File: config.mk
export PLATFORM = sky130hd
export DESIGN_NAME = ahb_bus
export DESIGN_NICKNAME = d
export VERILOG_FILES = /design/src/verilog/ahb_pkg.sv /design/src/verilog/ahb_bus.sv /design/src/verilog/ahb_path.sv /design/src/verilog/ahb_default_slave.sv /design/src/verilog/ahb_addr_decoder.sv
export SDC_FILE = /design/constraint.sdc
export NUM_CORES = 1
export LEC_CHECK = 0
export BUFFER_PORTS_ARGS = -buffer_cell sky130_fd_sc_hd__buf_2
export CAP_MARGIN = 20
export CORE_AREA = 8 8 256 258
export DETAILED_ROUTE_END_ITERATION = 12
export DIE_AREA = 0 0 264 266
export SLEW_MARGIN = 20
export SYNTH_ARGS = -nofsm -noshare
export SYNTH_HDL_FRONTEND = slang
export SYNTH_SLANG_ARGS = --single-unit
File: constraint.sdc
create_clock -name hclk -period 1.7 [get_ports hclk]
set_input_delay 0.425 -clock hclk [delete_from_list [all_inputs] [get_ports hclk]]
set_output_delay 0.425 -clock hclk [all_outputs]
set_load 0.02 [all_outputs]
File: src/verilog/ahb_pkg.sv
// shared AHB-Lite types and bundle structs, imported by every interconnect module

package ahb_pkg;

	// ======================================================================
	// plain vector widths
	// ======================================================================

	// byte address, full 32-bit space
	typedef logic [31:0] haddr_t;

	// read and write data words
	typedef logic [31:0] hdata_t;

	// transfer size, byte to word
	typedef logic [2:0] hsize_t;

	// burst type, passed through untouched
	typedef logic [2:0] hburst_t;

	// protection bits, passed through untouched
	typedef logic [3:0] hprot_t;

	// ======================================================================
	// bus encodings
	// ======================================================================

	// htrans codes as in the AHB-Lite spec
	typedef enum logic [1:0] {
		IDLE   = 2'b00,
		BUSY   = 2'b01,
		NONSEQ = 2'b10,
		SEQ    = 2'b11
	} htrans_e;

	// AHB-Lite has no retry or split, one bit is enough
	typedef enum logic {
		OKAY  = 1'b0,
		ERROR = 1'b1
	} hresp_e;

	// default slave sequencing for the two-cycle error
	typedef enum logic [1:0] {
		ERR_IDLE   = 2'b00,
		ERR_FIRST  = 2'b01,
		ERR_SECOND = 2'b10
	} err_state_e;

	// ======================================================================
	// bundles
	// ======================================================================

	// master to slave direction, 78 bits
	// hready carries the path's returned ready on the slave side
	typedef struct packed {
		haddr_t  haddr;
		htrans_e htrans;
		logic    hwrite;
		hsize_t  hsize;
		hburst_t hburst;
		hprot_t  hprot;
		hdata_t  hwdata;
		logic    hready;
	} mas_send_t;

	// slave to master direction, 34 bits
	typedef struct packed {
		logic   hreadyout;
		hdata_t hrdata;
		hresp_e hresp;
	} slv_send_t;

endpackage
File: src/verilog/ahb_bus.sv
// AHB-Lite interconnect top, three independent paths for inst, data and peripheral
`timescale 1ns/1ps

module ahb_bus #(
	// ======================================================================
	// address windows
	// ======================================================================
	// instruction memory, 64 KiB
	parameter ahb_pkg::haddr_t inst_base = 32'h0000_0000,
	parameter ahb_pkg::haddr_t inst_mask = 32'hFFFF_0000,
	// data memory, 64 KiB
	parameter ahb_pkg::haddr_t data_base = 32'h2000_0000,
	parameter ahb_pkg::haddr_t data_mask = 32'hFFFF_0000,
	// peripheral bridge, 4 KiB
	parameter ahb_pkg::haddr_t peri_base = 32'h4000_0000,
	parameter ahb_pkg::haddr_t peri_mask = 32'hFFFF_F000
) (
	input  logic               hclk,
	input  logic               arst_n,
	// instruction path
	input  ahb_pkg::mas_send_t master_inst_in,
	output ahb_pkg::slv_send_t master_inst_out,
	input  ahb_pkg::slv_send_t slave_inst_in,
	output ahb_pkg::mas_send_t slave_inst_out,
	output logic               hsel_slave_inst,
	// data path
	input  ahb_pkg::mas_send_t master_data_in,
	output ahb_pkg::slv_send_t master_data_out,
	input  ahb_pkg::slv_send_t slave_data_in,
	output ahb_pkg::mas_send_t slave_data_out,
	output logic               hsel_slave_data,
	// peripheral path
	input  ahb_pkg::mas_send_t master_peri_in,
	output ahb_pkg::slv_send_t master_peri_out,
	input  ahb_pkg::slv_send_t slave_peri_in,
	output ahb_pkg::mas_send_t slave_peri_out,
	output logic               hsel_slave_peri
);

	// ======================================================================
	// paths, no sharing between them
	// ======================================================================

	// instruction master to instruction memory
	ahb_path #(
		.region_base (inst_base),
		.region_mask (inst_mask)
	) u_path_inst (
		.hclk       (hclk),
		.arst_n     (arst_n),
		.master_in  (master_inst_in),
		.master_out (master_inst_out),
		.slave_in   (slave_inst_in),
		.slave_out  (slave_inst_out),
		.hsel_slave (hsel_slave_inst)
	);

	// data master to data memory
	ahb_path #(
		.region_base (data_base),
		.region_mask (data_mask)
	) u_path_data (
		.hclk       (hclk),
		.arst_n     (arst_n),
		.master_in  (master_data_in),
		.master_out (master_data_out),
		.slave_in   (slave_data_in),
		.slave_out  (slave_data_out),
		.hsel_slave (hsel_slave_data)
	);

	// peripheral master to peripheral bridge
	ahb_path #(
		.region_base (peri_base),
		.region_mask (peri_mask)
	) u_path_peri (
		.hclk       (hclk),
		.arst_n     (arst_n),
		.master_in  (master_peri_in),
		.master_out (master_peri_out),
		.slave_in   (slave_peri_in),
		.slave_out  (slave_peri_out),
		.hsel_slave (hsel_slave_peri)
	);

endmodule

File: src/verilog/ahb_path.sv
// one fixed master-to-slave path with decoder, default slave and response mux
`timescale 1ns/1ps

module ahb_path #(
	// handed straight to the decoder
	parameter ahb_pkg::haddr_t region_base = 32'h0000_0000,
	parameter ahb_pkg::haddr_t region_mask = 32'hFFFF_0000
) (
	input  logic               hclk,
	input  logic               arst_n,
	// master side
	input  ahb_pkg::mas_send_t master_in,
	output ahb_pkg::slv_send_t master_out,
	// slave side
	input  ahb_pkg::slv_send_t slave_in,
	output ahb_pkg::mas_send_t slave_out,
	output logic               hsel_slave
);

	import ahb_pkg::*;

	logic      default_sel;
	logic      resp_sel;
	logic      hready_ret;
	logic      ds_hreadyout;
	hresp_e    ds_hresp;
	slv_send_t ds_resp;

	// ======================================================================
	// decode and error responder
	// ======================================================================

	ahb_addr_decoder #(
		.region_base (region_base),
		.region_mask (region_mask)
	) u_decoder (
		.hclk        (hclk),
		.arst_n      (arst_n),
		.haddr       (master_in.haddr),
		.htrans      (master_in.htrans),
		.hready      (hready_ret),
		.hsel        (hsel_slave),
		.default_sel (default_sel),
		.resp_sel    (resp_sel)
	);

	ahb_default_slave u_default_slave (
		.hclk        (hclk),
		.arst_n      (arst_n),
		.default_sel (default_sel),
		.hready      (hready_ret),
		.hreadyout   (ds_hreadyout),
		.hresp       (ds_hresp)
	);

	// error responder never returns data
	assign ds_resp.hreadyout = ds_hreadyout;
	assign ds_resp.hresp     = ds_hresp;
	assign ds_resp.hrdata    = '0;

	// ======================================================================
	// response mux and returned ready
	// ======================================================================

	// data phase owner picks the response, wait states pass straight through
	assign master_out = resp_sel ? ds_resp : slave_in;

	// whatever the master sees is also the bus-wide ready
	assign hready_ret = master_out.hreadyout;

	// address phase forwarded as is
	// master's own hready copy is replaced by the returned ready
	always_comb begin
		slave_out        = master_in;
		slave_out.hready = hready_ret;
	end

	// ======================================================================
	// checks
	// ======================================================================

	// error data phase only follows a phase the slave did not see
	a_no_slave_on_error: assert property (
		@(posedge hclk) disable iff (!arst_n)
		(resp_sel && $past(hready_ret)) |-> !$past(hsel_slave)
	) else $error("error data phase after a selected slave address phase");

endmodule

File: src/verilog/ahb_default_slave.sv
// default slave of one path, answers unmapped active transfers with the two-cycle ERROR
`timescale 1ns/1ps

module ahb_default_slave (
	input  logic            hclk,
	input  logic            arst_n,
	// unmapped active transfer in the address phase
	input  logic            default_sel,
	// returned ready of the path
	input  logic            hready,
	output logic            hreadyout,
	output ahb_pkg::hresp_e hresp
);

	import ahb_pkg::*;

	err_state_e state;
	err_state_e state_nxt;
	logic       accept;

	// an unmapped phase counts only once the bus moves on
	assign accept = default_sel && hready;

	// ======================================================================
	// state machine
	// ======================================================================

	always_ff @(posedge hclk or negedge arst_n) begin
		if (!arst_n) begin
			state <= ERR_IDLE;
		end else begin
			state <= state_nxt;
		end
	end

	always_comb begin
		state_nxt = state;
		case (state)
			ERR_IDLE: begin
				if (accept) begin
					state_nxt = ERR_FIRST;
				end
			end
			// wait cycle, bus is stalled here
			ERR_FIRST: begin
				state_nxt = ERR_SECOND;
			end
			// last error cycle, may overlap the next address phase
			ERR_SECOND: begin
				if (accept) begin
					state_nxt = ERR_FIRST;
				end else begin
					state_nxt = ERR_IDLE;
				end
			end
			default: begin
				state_nxt = ERR_IDLE;
			end
		endcase
	end

	// ======================================================================
	// response outputs
	// ======================================================================

	// low only in the first error cycle
	assign hreadyout = (state != ERR_FIRST);

	// ERROR held over both cycles of the response
	assign hresp = (state == ERR_IDLE) ? OKAY : ERROR;

	// ======================================================================
	// checks
	// ======================================================================

	// two-cycle response is never cut short
	a_first_then_second: assert property (
		@(posedge hclk) disable iff (!arst_n)
		(state == ERR_FIRST) |=> (state == ERR_SECOND)
	) else $error("default slave left ERR_FIRST without ERR_SECOND");

	// idle responder is transparent
	a_idle_okay: assert property (
		@(posedge hclk) disable iff (!arst_n)
		(state == ERR_IDLE) |-> (hresp == OKAY)
	) else $error("default slave drives ERROR while idle");

endmodule

File: src/verilog/ahb_addr_decoder.sv
// per-path address decoder, instantiated by ahb_path to pick the data-phase responder
`timescale 1ns/1ps

module ahb_addr_decoder #(
	// single window of the path's slave
	parameter ahb_pkg::haddr_t region_base = 32'h0000_0000,
	parameter ahb_pkg::haddr_t region_mask = 32'hFFFF_0000
) (
	input  logic             hclk,
	input  logic             arst_n,
	input  ahb_pkg::haddr_t  haddr,
	input  ahb_pkg::htrans_e htrans,
	// returned ready of the path
	input  logic             hready,
	output logic             hsel,
	output logic             default_sel,
	output logic             resp_sel
);

	import ahb_pkg::*;

	logic addr_match;
	logic trans_active;

	// ======================================================================
	// address phase, purely combinational
	// ======================================================================

	// masked compare against the window base
	assign addr_match = (haddr & region_mask) == region_base;

	// only NONSEQ and SEQ carry a real transfer
	assign trans_active = (htrans == NONSEQ) || (htrans == SEQ);

	// slave select follows the window regardless of htrans
	// the slave itself ignores IDLE and BUSY
	assign hsel = addr_match;

	// unmapped active transfer goes to the error responder
	assign default_sel = trans_active && !addr_match;

	// ======================================================================
	// data phase owner
	// ======================================================================

	// updated only when an address phase is accepted
	// held through wait states so the mux stays put
	always_ff @(posedge hclk or negedge arst_n) begin
		if (!arst_n) begin
			resp_sel <= 1'b0;
		end else if (hready) begin
			resp_sel <= default_sel;
		end
	end

	// ======================================================================
	// checks
	// ======================================================================

	// real slave and error responder never both claim a phase
	a_sel_onehot: assert property (
		@(posedge hclk) disable iff (!arst_n)
		!(hsel && default_sel)
	) else $error("decoder selects slave and default slave together");

endmodule

# == Yosys cells after proc, flatten, opt, wreduce, memory -nomap -nowiden ==
# Index checks and enable logic that the tools add are counted.
# totals
in_bits,338
reg_bits,9
word_cells,57
out_inout_bits,339
# classes
n_eq_ne,20
n_mux,15
reduce_logical,16
# op_table
op,n
$mux W34,3
$logic_not A32 Y1,1
$eq A20 B19 Y1 const B,1
$eq A2 B2 Y1 const B,9
$pmux W2 S3,3
$eq A16 B14 Y1 const B,1
$eq A2 B1 Y1 const B,3
$logic_and A1 B1 Y1,6
$logic_not A2 Y1,3
$mux W1,6
$mux W2,3
$ne A2 B1 Y1 const B,3
$ne A2 B2 Y1 const B,3
$logic_not A1 Y1,3
$logic_or A1 B1 Y1,3

# == Longest topological paths before layout ==
# Gate-level depths: netlist of the first run.
# depth
ltp_word,6
depth_mapped,4
ltp_nobuf,4

# == Cells and area by module ==
# A second synthesis of the first run with hierarchy kept.
# unflattened
hier_cells,395
hier_area_um2,3027.9
# modules_own_cells
module,area_per_inst_um2,instances,seq_area_each_um2,cells_per_inst
ahb_path,823.3,3,0.0,115
ahb_default_slave,80.1,3,50.0,6
ahb_addr_decoder (u_path_peri.u_decoder),118.9,1,25.0,12
ahb_addr_decoder (u_path_data.u_decoder),110.1,1,25.0,10
ahb_addr_decoder (u_path_inst.u_decoder),88.8,1,25.0,10

# == Least setup slack after synthesis of the first run ==
# OpenSTA, ideal clock, no wires.
# synth_path
kind,flip-flop to output port
from,register u_path_peri.u_decoder.resp_sel
to,output master_peri_out[0] (netlist bit)
path_stages_with_launch,5
slack_ns,0.090
t_required_ns,1.275
arrival_time_ns,1.185
cell_sequence,dfrtp_1 clkbuf_1 buf_2 nor2_1 a21oi_1
# synth_lines
item,line_no,rtl
"start, declared",ahb_addr_decoder.sv:17,output logic resp_sel
"start signal, assigned",ahb_addr_decoder.sv:52,resp_sel <= default_sel;
"end, declared",ahb_bus.sv:34,"output ahb_pkg::slv_send_t master_peri_out,"

==> impl_metrics.py, run 1 <==
metrics = {
    "timing": {
        "fmaxAchievable_ghz": 0.5704,
        "hold_slack_ns": 0.08929,
        "rsz0062_at_grt": "yes",
        "finalSetupViolations": 4,
        "share_of_the_clock_period_used_by_the_worst_path_after_layout_pct": 103.1,
        "finalHoldViolCount": 0,
        "clock_tree_skew_after_final_layout_ns": 0.0001328,
        "layout_setup_ws_ns": -0.05308,
        "worst_pin_slew_ns": 0.4017,
        "maxSlewViolCount": 0,
        "fin_crit_ns": 1.753,
        "slew_headroom_pct": 73.22,
    },
    "yosys": {
        "dominantRegCellSynth": "sky130_fd_sc_hd__dfrtp_1",
        "synth_enable_flop_cells": 0,
        "synth.cell_area_mm2": 0.002967,
        "synth_cells": 403,
        "ys_types": 26,
        "async_flop_share_pct": 100.0,
        "synth_seq_area_share_pct": 7.592,
        "synth.yosys.warnings": 0,
        "synth_seq_cells": 9,
        "synth_fp_nets": 741,
        "syn-mean-instance-area_um2": 7.361,
    },
    "grt": {
        "grt_first_pass_wirelength_um": 26470,
        "grt_remaining_overflow": 0,
        "grt_pass1_vias": 3307,
        "number_of_antenna_violations_at_the_first_check_in_global_routing": 5,
        "gr-usage-all-layers_pct": 5.428,
        "maximum_number_of_pins_on_one_net_before_global_route_repair": 35,
    },
    "setup_path": {
        "critical_path.max_fanout": 3,
        "timing.critical_path.to_type": "primary output",
        "delay_heaviest_family_cp": "flip-flops",
        "critPathMostFrequentCell": "sky130_fd_sc_hd__buf_6",
        "number_of_buffers_and_inverters_on_the_critical_path": 2,
        "worstSetupStartpointType": "flip-flop",
        "timing.critical_path.slowest_stage_cell": "sky130_fd_sc_hd__dfrtp_2",
        "critical_path_arrival_ns": 1.33,
        "max_stage_delay_ns": 0.43,
        "critPathKind": "reg2out",
        "chain_of_cells_forming_the_critical_path": "buf_6, or2_4, and2_4, buf_6",
        "required_worst_endpoint_ns": 1.27,
    },
    "cells_and_area": {
        "share_of_final_layout_standard_cells_stronger_than_drive_strength_1_pct": 76.83,
        "final_non_filler_cell_area_mm2": 0.004561,
        "finish.net_count": 844,
        "area_growth_synth_to_finish_pct": 53.73,
    },
    "pwr": {
        "p_leak_nw": 2.107,
        "power_density_mw_per_mm2": 527.4,
        "peakVddDrop_mv": 0.2475,
    },
    "cts": {
        "clk_pin_slew_worst_paths_ns": 0.05,
        "tritoncts": "done",
        "clock-sinks": 9,
        "clockRootBuffer": "sky130_fd_sc_hd__clkbuf_16",
        "clock_tree.htree_level_count": 1,
        "max-clock-path-buffers": 2,
        "worstSkewPairLatency_ns": 0.25,
        "cts_hold_buffers": 0,
        "inserted_clock_buffers": 3,
    },
    "floorplan": {
        "floorplan.initialDensity_pct": 4.843,
        "design.die.area_mm2": 0.07022,
        "coreArea_mm2": 0.06126,
        "placement_rows": 91,
        "pin_count": 677,
        "chipWidth_um": 264,
        "die_h_um": 266,
    },
    "detailed_routing": {
        "avgRoutedWirePerCell_um": 16.15,
        "vias": 2974,
        "drt.antenna.violating_nets": 0,
        "drt_first_iter_violations": 89,
        "routed_via_density": 2.293,
        "drt_drc_violations_left": 0,
        "drt-pass1-iter-count": 4,
        "detail_route.wirelength_um": 20940,
    },
    "outcome": {
        "run_status": "complete, but fails checks",
        "violations": "setup timing",
    },
    "placement": {
        "place_area_mm2": 0.003869,
        "io_buffers": 321,
        "hpwlAfterDp_um": 18780,
        "place_congestion": 0.7963,
        "place_worst_setup_slack_ns": -0.1687,
    },
    "flow_run": {
        "timing.max_cap.violations": 0,
    },
    "worst_hold_path": {
        "min-delay-path-class": "in2async",
    },
}
-- through the flow --
step | util, % | setup TNS, ns | std cells | power [W]
after global placement | 6.316 | -0.4455 | 1280 | 0.001635
after global routing | 7.441 | -1.303 | 1296 | 0.002568
final | 7.445 | -0.1748 | 1297 | 0.002405
after detailed placement | 6.316 | -0.5005 | 1280 | 0.001644
after floorplan | - | 0 | 403 | 0.001678
after CTS | 7.167 | -0.8607 | 1296 | 0.002401
-- cell usage after synthesis (all sizes together), types with 3 or more instances --
library cell / instances / area (µm²)
a21oi: 6 / 30.03
buf: 239 / 1789
clkbuf: 9 / 33.78
nor2b: 99 / 619.3
nand2: 4 / 17.52
dfrtp: 9 / 225.2
nor4b: 3 / 32.53
nor2: 11 / 41.29
nor4: 11 / 90.08
-- routing by layer --
metal | global-route usage (%) | part of all wire, %
met3 | 5.213 | 21
met4 | 3.434 | 7.1
met1 | 3.709 | 25
met5 | 0.5540 | 0.34
met2 | 9.223 | 47
-- what timing repair did --
item	4_1_cts	5_1_grt
gates resized for setup	88	60
pin swaps	8	5
setup buffers	10	1
cloned	2	0
endpoints found under the setup margin	54	68
-- worst paths after layout --
check,slack (ns),to,start,cells after the start
worst max-delay path,-0.05,slave_data_out[0],u_path_data.u_decoder.resp_sel,4
worst min-delay path,0.09,u_path_peri.u_default_slave.state[0],arst_n,1
worst max register to register,0.64,u_path_data.u_decoder.resp_sel,u_path_data.u_decoder.resp_sel,4
worst min register to register,0.45,u_path_data.u_default_slave.state[1],u_path_data.u_default_slave.state[1],1
max in group asynchronous,1.30,u_path_inst.u_decoder.resp_sel,arst_n,1
min in group hclk,0.40,u_path_inst.u_default_slave.state[0],master_inst_in[45],3
-- cell type report --
cell class	count	area, µm²
Fill cell	7216	56700
Clock inverter	1	5.005
Timing Repair Buffer	346	2141
Sequential cell	9	229.0
Antenna cell	2	5.005
Multi-Input combinational cell	145	1114
Tap cell	790	988.4
Clock buffer	3	75.07
Inverter	1	3.754
-- report_power, final --
group | switching, W | total [W] | internal, W
combinational | 0.000937 | 0.00166 | 0.000720
sequential | 0.0000243 | 0.000264 | 0.000239
clock | 0.000169 | 0.000484 | 0.000315
total | 0.00113 | 0.00241 | 0.00127
-- cell usage in the layout (no fill, tap or decap), drive strengths merged, types with 2 or more instances in the layout --
cell type / instances
nand2: 4
nor2: 11
clkbuf: 4
nor4: 11
buf: 345
nor4b: 3
dfrtp: 9
a21oi: 6
diode: 2
nor2b: 99
-- registers in the layout, indices dropped and copies added, names as in the netlist --
signal and cells:
u_path_peri.u_decoder.resp_sel 1, u_path_inst.u_default_slave.state 2, u_path_peri.u_default_slave.state 2, u_path_inst.u_decoder.resp_sel 1
u_path_data.u_default_slave.state 2, u_path_data.u_decoder.resp_sel 1
-- logic make-up after synthesis --
family | Yosys count | synth area share [%]
buffers and inverters | 249 | 61.58
and+or+nand+nor | 135 | 28.72
AOI/OAI and AO/OA | 10 | 2.109
DFF | 9 | 7.592
-- worst register-to-register path, stage by stage (launching register included) --
cell and delay, ns:
sky130_fd_sc_hd__dfrtp_2 0.43, sky130_fd_sc_hd__buf_6 0.13, sky130_fd_sc_hd__or2_4 0.22, sky130_fd_sc_hd__nand4b_1 0.11, sky130_fd_sc_hd__nand2_1 0.06
(Power assumes the default switching activity.)
==> run 2, diff against run 1 <==
CORE_AREA = 3 3 259 261   (was 8 8 256 258)
DIE_AREA = 0 0 262 264   (was 0 0 264 266)
==> run 2 against run 1 <==
The run still ends with setup timing left; final cell count increased by 5.1%; non-clock buffer count increased by 2; register-to-register slack better by 0.03 ns; first-iteration DRC count is 72% lower; maximum frequency grew 1.4%; setup slack improved by 0.024 ns.
==> impl_metrics.py, run 2 (synthesis results as in run 1) <==
metrics = {
    "setup_path": {
        "required_worst_endpoint_ns": 1.27,
        "timing.critical_path.to_type": "primary output",
        "worstSetupStartpointType": "flip-flop",
        "critical_path.max_fanout": 9,
        "critical_path_arrival_ns": 1.30,
        "critPathKind": "reg2out",
        "worst_r2r_path_depth": 3,
    },
    "timing": {
        "finalHoldViolCount": 0,
        "fin_crit_ns": 1.729,
        "share_of_the_clock_period_used_by_the_worst_path_after_layout_pct": 101.7,
        "slew_headroom_pct": 75.27,
        "rsz0062_at_grt": "yes",
        "layout_setup_ws_ns": -0.02948,
        "finalSetupViolations": 15,
        "worst_pin_slew_ns": 0.3710,
        "fmaxAchievable_ghz": 0.5782,
        "maxSlewViolCount": 0,
        "clock_tree_skew_after_final_layout_ns": 0.0001594,
    },
    "cts": {
        "tritoncts": "done",
        "worstSkewPairLatency_ns": 0.26,
        "clockRootBuffer": "sky130_fd_sc_hd__clkbuf_16",
        "cts_hold_buffers": 0,
        "inserted_clock_buffers": 3,
        "max-clock-path-buffers": 2,
        "clock-sinks": 9,
        "clk_pin_slew_worst_paths_ns": 0.05,
        "clock_tree.htree_level_count": 1,
    },
    "pwr": {
        "p_leak_nw": 2.181,
        "power_density_mw_per_mm2": 508.6,
        "peakVddDrop_mv": 0.2334,
    },
    "grt": {
        "maximum_number_of_pins_on_one_net_before_global_route_repair": 35,
        "grt_first_pass_wirelength_um": 23010,
        "grt_pass1_vias": 2831,
        "number_of_antenna_violations_at_the_first_check_in_global_routing": 2,
        "gr-usage-all-layers_pct": 5.062,
        "grt_remaining_overflow": 0,
    },
    "placement": {
        "number_of_cells_in_the_design_after_placement": 1343,
        "place_congestion": 0.8589,
        "io_buffers": 321,
        "hpwlAfterDp_um": 16660,
    },
    "cells_and_area": {
        "layout.cells.most_common_list": "244 x sky130_fd_sc_hd__buf_2, 62 x sky130_fd_sc_hd__nor2b_1, 61 x sky130_fd_sc_hd__buf_4",
        "n_fill_cell": 7567,
        "fin_util_pct": 7.494,
        "share_of_final_layout_standard_cells_stronger_than_drive_strength_1_pct": 81.26,
        "multiInputGateArea_mm2": 0.001184,
        "layout.cells.non_filler": 1363,
        "sequential_cell_area_um2": 229.0,
        "finish.net_count": 846,
        "area_growth_synth_to_finish_pct": 63.43,
        "top_regs": "u_path_data.u_default_slave.state x2, u_path_inst.u_default_slave.state x2, u_path_peri.u_default_slave.state x2",
        "layout_commonest_cell": "sky130_fd_sc_hd__buf_2",
    },
    "floorplan": {
        "placement_rows": 93,
        "floorplan.initialDensity_pct": 4.585,
        "chipWidth_um": 262,
        "die_h_um": 264,
        "design.die.area_mm2": 0.06917,
        "coreArea_mm2": 0.06470,
        "pin_count": 677,
    },
    "worst_hold_path": {
        "min-delay-path-class": "in2async",
    },
    "flow_run": {
        "timing.max_cap.violations": 0,
    },
    "detailed_routing": {
        "routed_via_density": 2.139,
        "vias": 2915,
        "drt_drc_violations_left": 0,
        "detail_route.wirelength_um": 20310,
        "avgRoutedWirePerCell_um": 14.90,
        "drt_first_iter_violations": 25,
        "drt-pass1-iter-count": 4,
        "drt.antenna.violating_nets": 0,
    },
    "outcome": {
        "run_status": "complete, but fails checks",
        "violations": "setup timing",
    },
}
## run 2: cell count changes in the layout (fill, tap and decap cells not counted), moves of 2 or more
cell	previous run	this run
sky130_fd_sc_hd__nor2b_2	6	25
sky130_fd_sc_hd__clkbuf_16	3	6
sky130_fd_sc_hd__nor4_2	2	4
sky130_fd_sc_hd__buf_2	260	244
sky130_fd_sc_hd__buf_4	50	61
sky130_fd_sc_hd__nor2b_1	80	62
sky130_fd_sc_hd__buf_6	27	32
sky130_fd_sc_hd__nor4_1	6	4
## run 2: per-layer routing
layer	wire length (µm)	track usage (%)
met1	5286	3.631
met2	9257	8.393
met3	4190	4.688
met4	1576	3.412
met5	0	0
## run 2: path summary, 6_finish.rpt
path | endpoint | startpoint | slack [ns]
max | master_data_out[2] | u_path_data.u_decoder.resp_sel | -0.03
min | u_path_inst.u_default_slave.state[0] | arst_n | 0.09
max reg2reg | u_path_data.u_decoder.resp_sel | u_path_data.u_decoder.resp_sel | 0.67
min reg2reg | u_path_data.u_default_slave.state[0] | u_path_data.u_default_slave.state[0] | 0.44
max in group asynchronous | u_path_peri.u_decoder.resp_sel | arst_n | 1.33
min in group hclk | u_path_inst.u_default_slave.state[0] | master_inst_in[45] | 0.41
## run 2: repair_timing
item,in CTS,in global routing
cloned,2,3
pin swaps,6,7
gates resized for setup,49,133
buffers inserted,7,4
endpoints found under the setup margin,17,49
## run 2: metrics by stage
stage | total power (W) | setup WS, ns | area [µm²] | hold WS (ns) | setup TNS, ns
global placement | 0.001608 | -0.1615 | 3948 | 0.3804 | -0.3435
CTS | 0.002273 | -0.05037 | 4307 | 0.1078 | -0.7439
finish | 0.002466 | -0.02948 | 4848 | 0.08562 | -0.2557
global route | 0.002648 | -0.08989 | 4846 | 0.1130 | -2.432
floorplan | 0.001678 | 0.08979 | 2967 | 0.1294 | 0
detailed placement | 0.001612 | -0.1729 | 3948 | 0.3831 | -0.3987
## run 2: critical path, stage by stage (launching register included)
cell                      delay, ns
sky130_fd_sc_hd__dfrtp_2       0.46
sky130_fd_sc_hd__buf_12        0.16
sky130_fd_sc_hd__buf_16        0.15
sky130_fd_sc_hd__nor2b_1       0.11
sky130_fd_sc_hd__buf_4         0.15
## run 2: power by group
| group | internal [W] | switching, W | total (W) |
|---|---|---|---|
| combinational | 0.000776 | 0.000954 | 0.00173 |
| sequential | 0.000239 | 0.0000327 | 0.000272 |
| clock | 0.000314 | 0.000150 | 0.000464 |
| total | 0.00133 | 0.00114 | 0.00247 |
## run 2: layout make-up
cell class | count | share of cell area [%]
diodes | 1 | 0.05161
well taps | 855 | 22.06
multi-input cells | 145 | 24.41
inverters | 1 | 0.07742
flip-flops and latches | 9 | 4.723
clock buffers | 3 | 1.548
repair buffers | 348 | 47.02
clock inverters | 1 | 0.1032
==> run 3, diff against run 2 <==
CTS_BUF_LIST = sky130_fd_sc_hd__clkbuf_16   (was unset)
SKIP_CTS_REPAIR_TIMING = 1   (was unset)
==> run 3 against run 2 <==
The run still ends with setup timing left; final area shrank 8.4%; sequential power about the same; sequential share of layout area up 0.44 points; first-iteration DRC count grew 44%; non-clock buffer count is 9 lower; clock skew hardly changed; clock power barely moved; die area did not move; flip-flop and latch count is the same; worst hold slack got worse by 0.0020 ns; critical path type is now in2out; highest routed layer unchanged.
==> impl_metrics.py, run 3 (synthesis results as in run 1) <==
metrics = {
    "timing": {
        "fmaxAchievable_ghz": 0.5710,
        "finalSetupViolations": 11,
        "fin_crit_ns": 1.751,
        "share_of_the_clock_period_used_by_the_worst_path_after_layout_pct": 103.0,
        "slew_headroom_pct": 75.63,
        "maxSlewViolCount": 0,
        "rsz0062_at_grt": "yes",
        "worst_pin_slew_ns": 0.3655,
        "clock_tree_skew_after_final_layout_ns": 0.0001766,
        "finalHoldViolCount": 0,
        "layout_setup_ws_ns": -0.05129,
    },
    "grt": {
        "grt_first_pass_wirelength_um": 21780,
        "grt_remaining_overflow": 0,
        "grt_pass1_vias": 2719,
        "maximum_number_of_pins_on_one_net_before_global_route_repair": 35,
        "gr-usage-all-layers_pct": 4.785,
        "number_of_antenna_violations_at_the_first_check_in_global_routing": 2,
    },
    "placement": {
        "io_buffers": 321,
        "place_area_mm2": 0.003948,
        "place_congestion": 0.8589,
        "hpwlAfterDp_um": 16660,
    },
    "floorplan": {
        "coreArea_mm2": 0.06470,
        "floorplan.initialDensity_pct": 4.585,
        "die_h_um": 264,
        "placement_rows": 93,
        "pin_count": 677,
        "chipWidth_um": 262,
        "design.die.area_mm2": 0.06917,
    },
    "cells_and_area": {
        "layout.cells.most_common_list": "288 x sky130_fd_sc_hd__buf_2, 86 x sky130_fd_sc_hd__nor2b_1, 34 x sky130_fd_sc_hd__buf_4",
        "layout_commonest_cell": "sky130_fd_sc_hd__buf_2",
        "final_non_filler_cell_area_mm2": 0.004439,
        "top_regs": "u_path_data.u_default_slave.state x2, u_path_inst.u_default_slave.state x2, u_path_peri.u_default_slave.state x2",
        "n_fill_cell": 7608,
        "finish.net_count": 837,
        "area_growth_synth_to_finish_pct": 49.64,
        "fin_util_pct": 6.862,
        "share_of_final_layout_standard_cells_stronger_than_drive_strength_1_pct": 76.31,
    },
    "setup_path": {
        "timing.critical_path.to_type": "primary output",
        "max_stage_delay_ns": 0.26,
        "worstSetupStartpointType": "primary input",
        "critical_path_arrival_ns": 1.33,
        "chain_of_cells_forming_the_critical_path": "buf_2, nor4b_4, buf_4, and4_4, buf_6",
        "critical_path.max_fanout": 2,
        "delay_heaviest_family_cp": "simple AND/OR/NAND/NOR gates",
        "timing.critical_path.slowest_stage_cell": "sky130_fd_sc_hd__nor4b_4",
        "critPathKind": "in2out",
        "number_of_buffers_and_inverters_on_the_critical_path": 3,
        "required_worst_endpoint_ns": 1.27,
    },
    "detailed_routing": {
        "drt_first_iter_violations": 36,
        "avgRoutedWirePerCell_um": 14.20,
        "routed_via_density": 2.114,
        "drt-pass1-iter-count": 4,
        "drt_drc_violations_left": 0,
        "vias": 2863,
        "drt.antenna.violating_nets": 0,
        "detail_route.wirelength_um": 19220,
    },
    "cts": {
        "inserted_clock_buffers": 3,
        "clock_tree.htree_level_count": 1,
        "worstSkewPairLatency_ns": 0.26,
        "max-clock-path-buffers": 2,
        "clockRootBuffer": "sky130_fd_sc_hd__clkbuf_16",
        "clk_pin_slew_worst_paths_ns": 0.05,
        "clock-sinks": 9,
        "tritoncts": "done",
    },
    "pwr": {
        "power_density_mw_per_mm2": 502.3,
        "peakVddDrop_mv": 0.2322,
        "power.total_w": 0.002230,
        "p_leak_nw": 1.996,
    },
    "outcome": {
        "violations": "setup timing",
        "run_status": "complete, but fails checks",
    },
    "worst_hold_path": {
        "min-delay-path-class": "in2async",
    },
    "flow_run": {
        "timing.max_cap.violations": 0,
    },
}
-- run 3: cell types whose count changed in the layout (fill, tap and decap cells not counted), sizes merged --
| cell | previous run | this run |
|---|---|---|
| buf | 345 | 336 |
-- run 3: path summary, 6_finish.rpt --
kind	start	endpoint	slack (ns)	depth (start not counted)
worst max-delay path	master_data_in[77]	hsel_slave_data	-0.05	5
worst min-delay path	arst_n	u_path_inst.u_default_slave.state[0]	0.08	1
worst max register to register	u_path_data.u_decoder.resp_sel	u_path_data.u_decoder.resp_sel	0.71	3
worst min register to register	u_path_data.u_default_slave.state[0]	u_path_data.u_default_slave.state[0]	0.44	1
max in group asynchronous	arst_n	u_path_peri.u_decoder.resp_sel	1.33	1
min in group hclk	master_inst_in[45]	u_path_inst.u_default_slave.state[0]	0.41	3
-- run 3: metrics by stage --
step / setup TNS [ns] / hold slack [ns] / std cells / setup WS (ns)
5_1_grt: -3.080 / 0.1124 / 1353 / -0.1095
2_1_floorplan: 0 / 0.1294 / 403 / 0.08979
3_3_place_gp: -0.3435 / 0.3804 / 1343 / -0.1615
4_1_cts: -0.7092 / 0.1078 / 1347 / -0.1896
6_report: -0.1538 / 0.08358 / 1354 / -0.05129
3_5_place_dp: -0.3987 / 0.3831 / 1343 / -0.1729
-- run 3: power breakdown --
part / internal, W / total (W) / switching (W)
combinational: 0.000611 / 0.00149 / 0.000884
sequential: 0.000239 / 0.000271 / 0.0000322
clock: 0.000314 / 0.000463 / 0.000149
-- run 3: per-layer routing --
layer / share of wire (%) / vias up / global-route usage, %
met5: 0 / - / 0
met4: 8.3 / 0 / 3.457
met3: 22 / 106 / 4.659
met2: 46 / 390 / 8.002
met1: 24 / 1163 / 3.150
li1: - / 1204 / -
-- run 3: worst reg2reg max path: stages (launching register included) --
cell                       delay, ns
sky130_fd_sc_hd__dfrtp_2        0.44
sky130_fd_sc_hd__or2_4          0.24
sky130_fd_sc_hd__nand4b_1       0.13
sky130_fd_sc_hd__nand2_1        0.07
-- run 3: final cells by class --
| type | count | area [µm²] | area share (%) |
|---|---|---|---|
| repair buffers | 339 | 1956 | 44.05 |
| multi-input cells | 145 | 1099 | 24.75 |
| well taps | 855 | 1070 | 24.10 |
| flip-flops and latches | 9 | 229.0 | 5.158 |
| clock buffers | 3 | 75.07 | 1.691 |
| clock inverters | 1 | 5.005 | 0.1127 |
| inverters | 1 | 3.754 | 0.08455 |
| diodes | 1 | 2.502 | 0.05637 |
